==> src/hw/fp_mant_pkg.sv <==
// shared widths and opcodes for the mantissa datapath, and MANT_W must be a multiple of GROUP_W
package fp_mant_pkg;

	//////////////////////////////
	// widths
	//////////////////////////////

	// lookahead and compare group size
	localparam int GROUP_W = 8;

	// single precision significand with the hidden bit
	localparam int MANT_W_DEF = 24;

	// shift amount port width
	localparam int SHAMT_W = 8;

	//////////////////////////////
	// operations
	//////////////////////////////

	typedef enum logic [2:0] {
		OP_ADD  = 3'd0,
		OP_SUB  = 3'd1,
		OP_CMP  = 3'd2,
		OP_SHR  = 3'd3,
		OP_SHL  = 3'd4,
		OP_NORM = 3'd5
	} mant_op_t;

endpackage
==> src/hw/mant_alu.sv <==
// one operation per op_valid with the result one cycle later and no back-pressure
`timescale 1ns/1ps

module mant_alu
	import fp_mant_pkg::*;
#(
	parameter int MANT_W = MANT_W_DEF
) (
	input  logic                          clk,
	input  logic                          rst,
	input  logic                          op_valid,
	input  mant_op_t                      op,
	input  logic [MANT_W-1:0]             a,
	input  logic [MANT_W-1:0]             b,
	input  logic                          cin,
	output logic                          result_valid,
	output logic [MANT_W-1:0]             result,
	output logic                          carry,
	output logic                          ge,
	output logic [$clog2(MANT_W + 1)-1:0] lz_count
);

	localparam int CNT_W = $clog2(MANT_W + 1);

	logic [MANT_W-1:0]  add_y;
	logic [MANT_W-1:0]  add_sum;
	logic               add_cin;
	logic               add_cout;
	logic               a_ge_b;
	logic [SHAMT_W-1:0] sh_amt;
	logic               sh_left;
	logic [MANT_W-1:0]  sh_out;
	logic [CNT_W-1:0]   lz;
	logic [MANT_W-1:0]  res_d;
	logic               carry_d;
	logic               is_sub;
	logic               is_norm;

	//////////////////////////////
	// operation decode
	//////////////////////////////

	assign is_sub  = op == OP_SUB;
	assign is_norm = op == OP_NORM;

	// subtract is a + ~b + 1
	assign add_y   = is_sub ? ~b : b;
	assign add_cin = is_sub ? 1'b1 : cin;

	assign sh_amt  = is_norm ? SHAMT_W'(lz) : b[SHAMT_W-1:0];
	assign sh_left = is_norm || (op == OP_SHL);

	cla_adder #(.MANT_W(MANT_W)) i_cla_adder (
		.x(a), .y(add_y), .cin(add_cin), .sum(add_sum), .cout(add_cout)
	);

	mag_compare #(.MANT_W(MANT_W)) i_mag_compare (
		.x(a), .y(b), .x_ge_y(a_ge_b)
	);

	mant_shifter #(.MANT_W(MANT_W)) i_mant_shifter (
		.x(a), .amount(sh_amt), .left(sh_left), .shifted(sh_out)
	);

	lead_zero_count #(.MANT_W(MANT_W)) i_lead_zero_count (
		.x(a), .count(lz)
	);

	// result select, carry only meaningful for add and sub
	always_comb begin
		res_d = '0;
		carry_d = 1'b0;
		case (op)
			OP_ADD, OP_SUB: begin
				res_d = add_sum;
				carry_d = add_cout;
			end
			OP_CMP: res_d = a_ge_b ? a : b;
			OP_SHR, OP_SHL, OP_NORM: res_d = sh_out;
			default: res_d = '0;
		endcase
	end

	//////////////////////////////
	// output registers
	//////////////////////////////

	always_ff @(posedge clk) begin
		if (rst) begin
			result_valid <= 1'b0;
			result <= '0;
			carry <= 1'b0;
			ge <= 1'b0;
			lz_count <= '0;
		end else begin
			result_valid <= op_valid;
			// hold the last result until the next strobe
			if (op_valid) begin
				result <= res_d;
				carry <= carry_d;
				ge <= a_ge_b;
				lz_count <= lz;
			end
		end
	end

endmodule

==> src/hw/lead_zero_count.sv <==
// MANT_W must be a multiple of GROUP_W and an all-zero input counts as MANT_W
`timescale 1ns/1ps

module lead_zero_count
	import fp_mant_pkg::*;
#(
	parameter int MANT_W = MANT_W_DEF
) (
	input  logic [MANT_W-1:0]              x,
	output logic [$clog2(MANT_W + 1)-1:0] count
);

	localparam int CNT_W = $clog2(MANT_W + 1);
	localparam int N_GRP = MANT_W / GROUP_W;

	logic [N_GRP-1:0] grp_nz;
	logic [N_GRP-1:0][CNT_W-1:0] grp_lz;

	// first level, one priority encoder per group
	always_comb begin
		for (int gi = 0; gi < N_GRP; gi++) begin
			grp_nz[gi] = |x[gi*GROUP_W +: GROUP_W];
			grp_lz[gi] = '0;
			for (int i = 0; i < GROUP_W; i++) begin
				if (x[gi*GROUP_W + i]) begin
					grp_lz[gi] = CNT_W'(GROUP_W - 1 - i);
				end
			end
		end
	end

	// second level picks the highest group holding a one
	always_comb begin : pick
		logic found;
		count = CNT_W'(MANT_W);
		found = 1'b0;
		for (int gi = N_GRP - 1; gi >= 0; gi--) begin
			if (!found && grp_nz[gi]) begin
				count = CNT_W'((N_GRP - 1 - gi) * GROUP_W) + grp_lz[gi];
				found = 1'b1;
			end
		end
	end

endmodule

==> src/hw/mant_shifter.sv <==
// logical shifts only and any amount above MANT_W minus one gives zero
`timescale 1ns/1ps

module mant_shifter
	import fp_mant_pkg::*;
#(
	parameter int MANT_W = MANT_W_DEF
) (
	input  logic [MANT_W-1:0]  x,
	input  logic [SHAMT_W-1:0] amount,
	input  logic               left,
	output logic [MANT_W-1:0]  shifted
);

	localparam int STG = $clog2(MANT_W);

	logic [MANT_W-1:0] src;
	logic [MANT_W-1:0] barrel_out;
	logic [MANT_W-1:0] unrev;
	logic              too_far;

	// left shift reuses the right barrel on bit-reversed data
	always_comb begin
		for (int i = 0; i < MANT_W; i++) begin
			src[i] = left ? x[MANT_W-1-i] : x[i];
		end
	end

	always_comb begin : barrel
		logic [MANT_W-1:0] v;
		v = src;
		for (int s = 0; s < STG; s++) begin
			if (amount[s]) begin
				v = v >> (1 << s);
			end
		end
		barrel_out = v;
	end

	always_comb begin
		for (int i = 0; i < MANT_W; i++) begin
			unrev[i] = left ? barrel_out[MANT_W-1-i] : barrel_out[i];
		end
	end

	// saturate oversized amounts
	assign too_far = amount > SHAMT_W'(MANT_W - 1);
	assign shifted = too_far ? '0 : unrev;

endmodule

==> src/hw/mag_compare.sv <==
// unsigned compare only and MANT_W must be a multiple of GROUP_W
`timescale 1ns/1ps

module mag_compare
	import fp_mant_pkg::*;
#(
	parameter int MANT_W = MANT_W_DEF
) (
	input  logic [MANT_W-1:0] x,
	input  logic [MANT_W-1:0] y,
	output logic              x_ge_y
);

	localparam int N_GRP = MANT_W / GROUP_W;

	logic [N_GRP-1:0] grp_gt;
	logic [N_GRP-1:0] grp_eq;

	// per group greater-than and equality
	always_comb begin
		for (int gi = 0; gi < N_GRP; gi++) begin
			grp_gt[gi] = x[gi*GROUP_W +: GROUP_W] > y[gi*GROUP_W +: GROUP_W];
			grp_eq[gi] = x[gi*GROUP_W +: GROUP_W] == y[gi*GROUP_W +: GROUP_W];
		end
	end

	// top unequal group decides, all equal means ge
	always_comb begin : decide
		logic decided;
		x_ge_y = 1'b1;
		decided = 1'b0;
		for (int gi = N_GRP - 1; gi >= 0; gi--) begin
			if (!decided && !grp_eq[gi]) begin
				x_ge_y = grp_gt[gi];
				decided = 1'b1;
			end
		end
	end

endmodule

==> src/hw/cla_adder.sv <==
// MANT_W must be a multiple of GROUP_W and the group carries ripple from the low group upward
`timescale 1ns/1ps

module cla_adder
	import fp_mant_pkg::*;
#(
	parameter int MANT_W = MANT_W_DEF
) (
	input  logic [MANT_W-1:0] x,
	input  logic [MANT_W-1:0] y,
	input  logic              cin,
	output logic [MANT_W-1:0] sum,
	output logic              cout
);

	localparam int N_GRP = MANT_W / GROUP_W;

	logic [MANT_W-1:0] g;
	logic [MANT_W-1:0] p;
	logic [MANT_W-1:0] c_bit;

	// carry into bit k of a group as a flat sum of products
	function automatic logic cla_carry(input logic [GROUP_W-1:0] gg,
	                                   input logic [GROUP_W-1:0] pp,
	                                   input logic c0,
	                                   input int k);
		logic term;
		logic carry;
		carry = 1'b0;
		for (int j = 0; j < k; j++) begin
			term = gg[j];
			for (int m = j + 1; m < k; m++) begin
				term = term & pp[m];
			end
			carry = carry | term;
		end
		// cin propagated through every lower bit
		term = c0;
		for (int m = 0; m < k; m++) begin
			term = term & pp[m];
		end
		return carry | term;
	endfunction

	assign g = x & y;
	assign p = x | y;

	always_comb begin : carry_chain
		logic c_grp;
		c_grp = cin;
		for (int gi = 0; gi < N_GRP; gi++) begin
			for (int k = 0; k < GROUP_W; k++) begin
				c_bit[gi*GROUP_W + k] = cla_carry(g[gi*GROUP_W +: GROUP_W],
				                                  p[gi*GROUP_W +: GROUP_W], c_grp, k);
			end
			// group carry out feeds the next group
			c_grp = cla_carry(g[gi*GROUP_W +: GROUP_W], p[gi*GROUP_W +: GROUP_W], c_grp, GROUP_W);
		end
		cout = c_grp;
	end

	assign sum = x ^ y ^ c_bit;

endmodule

==> config.mk <==
export PLATFORM = sky130hd
export DESIGN_NAME = mant_alu
export DESIGN_NICKNAME = d
export VERILOG_FILES = /design/src/hw/fp_mant_pkg.sv /design/src/hw/mant_alu.sv /design/src/hw/lead_zero_count.sv /design/src/hw/mant_shifter.sv /design/src/hw/mag_compare.sv /design/src/hw/cla_adder.sv
export SDC_FILE = /design/constraint.sdc
export NUM_CORES = 1
export LEC_CHECK = 0
export BUFFER_PORTS_ARGS = -buffer_cell sky130_fd_sc_hd__buf_2
export CORE_MARGIN = 2
export CORE_UTILIZATION = 30
export DETAILED_ROUTE_END_ITERATION = 6
export REMOVE_ABC_BUFFERS = 1
export SLEW_MARGIN = 20
export SYNTH_ARGS = -nofsm -noshare
export SYNTH_HDL_FRONTEND = slang
export SYNTH_SLANG_ARGS = --single-unit
==> constraint.sdc <==
create_clock -name clk -period 4.4 [get_ports clk]
set_input_delay 0.44 -clock clk [delete_from_list [all_inputs] [get_ports clk]]
set_output_delay 0.44 -clock clk [all_outputs]
set_load 0.05 [all_outputs]
==> results of run 1 <==
worst max-delay path, cell delays in order:
cell      delay, ns
buf_2          0.11
nor3b_2        0.21
buf_4          0.18
buf_4          0.27
xnor2_1        0.18
inv_1          0.06
ha_1           0.19
or4_1          0.56
nor2_1         0.14
o221ai_1       0.11
o21ai_0        0.24
o41ai_1        0.12
buf_4          0.16
o31ai_1        0.32
a21oi_1        0.14
xor2_1         0.16
buf_4          0.16
o221a_1        0.26
nor3_1         0.17
layout make-up:
cell class | instances | area (sq um)
Fill cell | 2212 | 12620
Multi-Input combinational cell | 712 | 5025
Timing Repair Buffer | 171 | 1094
Sequential cell | 32 | 640.6
Tap cell | 270 | 337.8
Inverter | 82 | 307.8
Clock buffer | 5 | 125.1
Clock inverter | 3 | 23.77
cell usage after synthesis (5+ instances only):
library cell,number
o22ai_1,8
o221ai_1,17
or2_2,6
nand4_1,6
or4_1,8
nor2b_1,12
a21o_1,13
mux2_2,6
nand2_1,66
nor2_1,113
o21ai_1,7
dfxtp_1,32
xnor2_1,28
a2111oi_0,6
nor3_1,12
nand3_1,13
xor2_1,17
ha_1,72
clkbuf_1,38
a31oi_1,7
a211oi_1,13
inv_1,81
o21ai_0,28
and2_1,5
mux2i_1,51
o31ai_1,7
a221oi_1,11
a21oi_1,88
nand2b_1,10
o211ai_1,8
nor4_1,5
kinds of logic (layout without fill, tap and decap cells):
group           after synthesis  count (layout)  share of synthesized area
simple gates                279             279                     0.2156
flops                        32              32                     0.1040
mux                          61              61                     0.1055
buf+inv                     128             261                    0.08271
fa+ha+maj                    75              75                     0.1561
xor+xnor                     45              45                    0.06401
compound gates              252             252                     0.2721
where the power goes:
part	total (uW)	internal (uW)	switching [uW]
Combinational	1000	383	619
Sequential	310	303	7.20
Clock	360	211	150
Total	1670	897	776
through the flow:
stage	std cells	utilization	total power, uW	setup slack (ns)
6_report	1275	0.3745	1673	0.4214
5_1_grt	1275	0.3745	1767	0.01266
4_1_cts	1275	0.3744	1661	0.4244
3_5_place_dp	1267	0.3670	1294	0.1461
3_3_place_gp	1267	0.3670	1296	0.1782
2_1_floorplan	826	-	885.7	-1.663
state kept, by name, summed over array words and instances, names as in the netlist:
name and count:
carry 1, result_valid 1, lz_count 5, ge 1, result 24
final timing paths:
| check | depth (start not counted) | end | slack [ns] | from |
|---|---|---|---|---|
| max | 19 | result[19]$_SDFFE_PP0P_ | 0.42 | op[1] |
| min | 2 | lz_count[0]$_SDFFE_PP0P_ | 0.50 | lz_count[0]$_SDFFE_PP0P_ |
| max reg2reg | 5 | result[18]$_SDFFE_PP0P_ | 3.22 | result[18]$_SDFFE_PP0P_ |
| min reg2reg | 2 | lz_count[0]$_SDFFE_PP0P_ | 0.50 | lz_count[0]$_SDFFE_PP0P_ |
layer usage:
layer  wire length, um  part of all wire  global-route usage
met5                 0                 0                   0
met3              2276             0.086             0.04379
met1             11580              0.44              0.3308
met2             11250              0.43              0.3750
met4              1348             0.051              0.1034
==> metrics.md, run 1 <==
| Metric | Value |
|---|---|
| Status | `finished clean` |
| Leakage | `approximately 0.0035 uW` |
| Worst hold slack | `approximately 0.5 ns` |
| Total negative setup slack | `0 ns` |
| Largest net degree at the start of global routing | `44` |
| CP Data Arrival Time | `roughly 4.2 ns` |
| Setup CP Type | `primary input to flip-flop` |
| Initial Utilization | `0.3053` |
| Placed cell areas | `about 7400 sq um` |
| Commonest non-fill, non-tap cell in the layout | `nor2_1` |
| Yosys reg bits | `32` |
| RSZ-0062 raised after global routing | `no` |
| Total track usage | `0.2424` |
| Avg WL per Cell | `slightly above 20 um` |
| Worst endpoint required time | `between 4 and 5 ns` |
| Syn. warnings | `0` |
| Seq/Total Area, Yosys | `0.1040` |
| IO Pins | `slightly below 90` |
| CTS H-Tree Depth | `2` |
| Post-CTS Setup Inserts | `0` |
| Top cell type's share of synthesized area | `0.1463` |
| Die area | `~22000 sq um` |
| Worst setup EP type | `flip-flop` |
| Vias/cell | `5.728` |
| Drt first pass iters | `7` |
| Layout cell share with drive strength beyond 1 | `0.2090` |
| Max Cap Viol | `0` |
| CTS tree | `done` |
| Most frequent cells in the layout | `nor2_1, a21oi_1, buf_2` |
| Final Skew | `0 ns` |
| Clock root cell | `clkbuf_16` |
| Die span in x | `approximately 150 um` |
| Max-slew headroom | `0.3582` |
| Clock buffer count from CTS | `5` |
| Fmax | `around 250 MHz` |
| Startpoint class of the critical path | `primary input` |
| DRC viols | `0` |
| Grt ovf | `0` |
| Minimum clock period | `between 3 and 4 ns` |
| Vias in the first global route | `between 6000 and 7000` |
| Routability cong. | `approximately 1` |
| Area delta synth->final | `22.68%` |
| Mean Syn Cell Area | `roughly 7.1 sq um` |
| Hold Buf Count CTS | `0` |
| Peak VDD IR | `between 0.15 and 0.2 mV` |
| Drt total wl | `26.46 mm` |
| PortBufs | `86` |
| Via count | `7303` |
| EDFF count, synth | `0` |
| Antenna-violating nets left | `0` |
| Die height | `between 100 and 150 um` |
| Clock net sink count | `32` |
| Synth cell types | `roughly 80` |
| NumNets Final | `between 1000 and 1500` |
| Cell count after synthesis | `around 870` |
| First-pass GRT wire length | `40.76 mm` |
| Pwr dens | `approximately 220 nW/um^2` |
| Measured slew at the worst slew-check pin | `0.9606 ns` |
| Skew-Pair Late Insertion Delay | `0.29 ns` |
| Top FF cell, synth | `dfxtp_1` |
| Biggest area consumer among synthesized cells | `ha_1` |
| Hold Crit Class | `flip-flop to flip-flop` |
| Iter 0 DRT Violations | `approximately 700` |
| Core region area | `a little over 20000 sq um` |
| Number of antenna violations at the first check in global routing | `0` |
| Num rows | `52` |
| DP Wirelength | `~22 mm` |
| Post-layout instance area | `about 7600 sq um` |
| Endpoints failing setup | `0` |
| Period utilization | `0.9042` |
| Final Hold Fails | `0` |
| Maximum buffer depth of the clock tree | `2` |
| Worst Path Max Fanout | `15` |
| Cell area after synthesis | `~6200 sq um` |
| Worst-path clk slew | `about 0.06 ns` |
| Ant diodes | `0` |
| Slew Viols, Final | `0` |
| Post-cts resize count | `0` |
| Synth top area cells | `ha_1, dfxtp_1, mux2i_1` |
| Fraction of registers with async set/reset | `0` |
Power figures use the tool's default switching activity.
==> inputs of run 2 (changes only) <==
--- a/config.mk
+++ b/config.mk
@@ -10,5 +10,4 @@
 export CORE_UTILIZATION = 30
 export DETAILED_ROUTE_END_ITERATION = 6
-export REMOVE_ABC_BUFFERS = 1
 export SLEW_MARGIN = 20
 export SYNTH_ARGS = -nofsm -noshare
==> constraint.sdc (replaced) <==
create_clock -name clk -period 3.2 [get_ports clk]
set_input_delay 0.32 -clock clk [delete_from_list [all_inputs] [get_ports clk]]
set_output_delay 0.32 -clock clk [all_outputs]
set_load 0.005 [all_outputs]
==> metrics.md, run 2 (synthesis gave the netlist of run 1 again) <==
| Metric | Value |
|---|---|
| Antenna-violating nets left | `0 (unchanged)` |
| Largest Register | `result` |
| IO Pins | `87 (unchanged)` |
| First-pass GRT wire length | `47.80 mm (+17%)` |
| Max-slew headroom | `0.2409 (-0.1174)` |
| Total negative setup slack | `-6.279 ns (-6.279 ns)` |
| Endpoints failing setup | `25 (+25)` |
| Clock root cell | `clkbuf_16` |
| Initial Utilization | `0.3053 (unchanged)` |
| Drt total wl | `31.89 mm (+20%)` |
| Skew-Pair Late Insertion Delay | `0.28 ns (about the same)` |
| Leakage | `0.004915 uW (+40%)` |
| Maximum buffer depth of the clock tree | `2 (unchanged)` |
| Setup CP Type | `primary input to flip-flop` |
| Iter 0 DRT Violations | `767 (+10%)` |
| FF/Latch Area | `640.6 sq um (unchanged)` |
| Total track usage | `0.2870 (+0.04458)` |
| CP Data Arrival Time | `3.71 ns (-0.48 ns)` |
| Startpoint class of the critical path | `primary input` |
| NumNets Final | `1358 (+20%)` |
| Die span in x | `147.3 um (unchanged)` |
| CTS tree | `done` |
| Status | `finished, violations left` |
| Final setup margin | `-0.4018 ns (-0.8232 ns)` |
| Die area | `21690 sq um (unchanged)` |
| Minimum clock period | `~3.6 ns` |
| Num rows | `52 (unchanged)` |
| RSZ-0062 raised after global routing | `yes` |
| Layout cell share with drive strength beyond 1 | `0.4736 (+0.2646)` |
| Failing checks | `setup timing` |
| CTS H-Tree Depth | `2 (unchanged)` |
| Avg WL per Cell | `21.27 um (+2.5%)` |
| Peak VDD IR | `0.2661 mV (+66%)` |
| Power Total | `3136 uW (+87%)` |
| Hold Crit Class | `flip-flop to flip-flop` |
| Dpl cells | `1447 (+14%)` |
| Period utilization | `1.126` |
| Measured slew at the worst slew-check pin | `1.137 ns (+0.1769 ns)` |
| Place WS | `-0.7917 ns (-0.9378 ns)` |
| Max Cap Viol | `0 (unchanged)` |
| Worst setup EP type | `flip-flop` |
| Clock net sink count | `32 (unchanged)` |
| Max reg flops | `24 (unchanged)` |
| Commonest non-fill, non-tap cell in the layout | `buf_4` |
| Routability cong. | `1.060 (+4.3%)` |
| Die height | `147.3 um (unchanged)` |
| Final cell count without fillers | `1499 (+18%)` |
| Final Skew | `0 ns (unchanged)` |
| Most frequent cells in the layout | `buf_4, nor2_1, buf_2` |
| Drt first pass iters | `5 (-2)` |
| Core region area | `20170 sq um (unchanged)` |
| Net count after synthesis | `between 1000 and 1500` |
| Via count | `8335 (+14%)` |
| DP Wirelength | `25.12 mm (+16%)` |
| FILL cells | `1918 (-13%)` |
| PortBufs | `86 (unchanged)` |
| DRC viols | `0 (unchanged)` |
| Multi-input gate area | `6177 sq um (+23%)` |
| Number of antenna violations at the first check in global routing | `0 (unchanged)` |
| Worst Path Max Fanout | `7 (-8)` |
| Ant diodes | `0 (unchanged)` |
| Area delta synth->final | `73.40%` |
| Top flop regs | `result (24), lz_count (5)` |
| Worst hold slack | `0.4885 ns (-0.006494 ns)` |
| Grt ovf | `0 (unchanged)` |
| Vias in the first global route | `8304 (+19%)` |
| Worst endpoint required time | `3.31 ns (-1.30 ns)` |
| Slew Viols, Final | `0 (unchanged)` |
| Clock buffer count from CTS | `5 (unchanged)` |
| Vias/cell | `5.560 (-2.9%)` |
| Pwr dens | `293.7 nW/um^2 (+33%)` |
| Worst-path clk slew | `0.06 ns (about the same)` |
| Final Hold Fails | `0 (unchanged)` |
| Hold Buf Count CTS | `0 (unchanged)` |
| Largest net degree at the start of global routing | `44 (unchanged)` |
| Fmax | `between 200 and 300 MHz` |
[run 2: worst max-delay path, cell delays in order]
cell,delay [ns]
buf_8,0.10
nor3b_4,0.21
buf_12,0.15
buf_12,0.12
buf_6,0.10
xnor2_2,0.06
ha_2,0.18
or4_4,0.52
a211oi_4,0.35
or2_4,0.20
buf_6,0.10
o21ai_4,0.06
a211oi_2,0.24
buf_4,0.16
xor2_1,0.20
buf_4,0.18
o221ai_1,0.14
nor3_1,0.21
a221oi_1,0.10
[run 2: area by class of cell]
class                           count  share of cell area
Multi-Input combinational cell    712              0.5786
Inverter                           82             0.02883
Clock inverter                      2            0.003281
Tap cell                          270             0.03164
Timing Repair Buffer              395              0.2856
Sequential cell                    32             0.06000
Clock buffer                        6             0.01207
[run 2: report_power, final]
part           internal [uW]  switching, uW  leakage (uW)
clock network            367            191     0.0000808
logic                   1020           1130       0.00457
registers                417           11.1      0.000260
[run 2: worst paths after layout]
kind | from | to | cells after the start | slack, ns
max | op[1] | result[12]$_SDFFE_PP0P_ | 19 | -0.40
min | lz_count[2]$_SDFFE_PP0P_ | lz_count[2]$_SDFFE_PP0P_ | 2 | 0.49
max reg2reg | result[17]$_SDFFE_PP0P_ | result[17]$_SDFFE_PP0P_ | 5 | 2.02
min reg2reg | lz_count[2]$_SDFFE_PP0P_ | lz_count[2]$_SDFFE_PP0P_ | 2 | 0.49
[run 2: timing repair]
| item | in CTS | in global routing |
|---|---|---|
| setup endpoints to repair | 25 | 25 |
| cloned | 1 | 0 |
| resized for setup | 159 | 71 |
| pin swaps | 75 | 62 |
| buffers inserted | 38 | 16 |
| endpoints found under the hold margin | 0 | 0 |
[run 2: stage by stage]
step           utilization  instance area, sq um
2_1_floorplan            -                  6419
3_3_place_gp        0.4477                  9030
3_5_place_dp        0.4477                  9030
4_1_cts             0.5085                 10260
5_1_grt             0.5293                 10680
6_report            0.5293                 10680
[run 2: per-layer routing]
layer	vias to the layer above	share of wire	wire length (um)	global-route usage
met1	3970	0.40	12680	0.3597
li1	3858	-	-	-
met2	414	0.45	14410	0.4771
met3	93	0.081	2581	0.03634
met5	-	0	0	0
met4	0	0.069	2210	0.1601
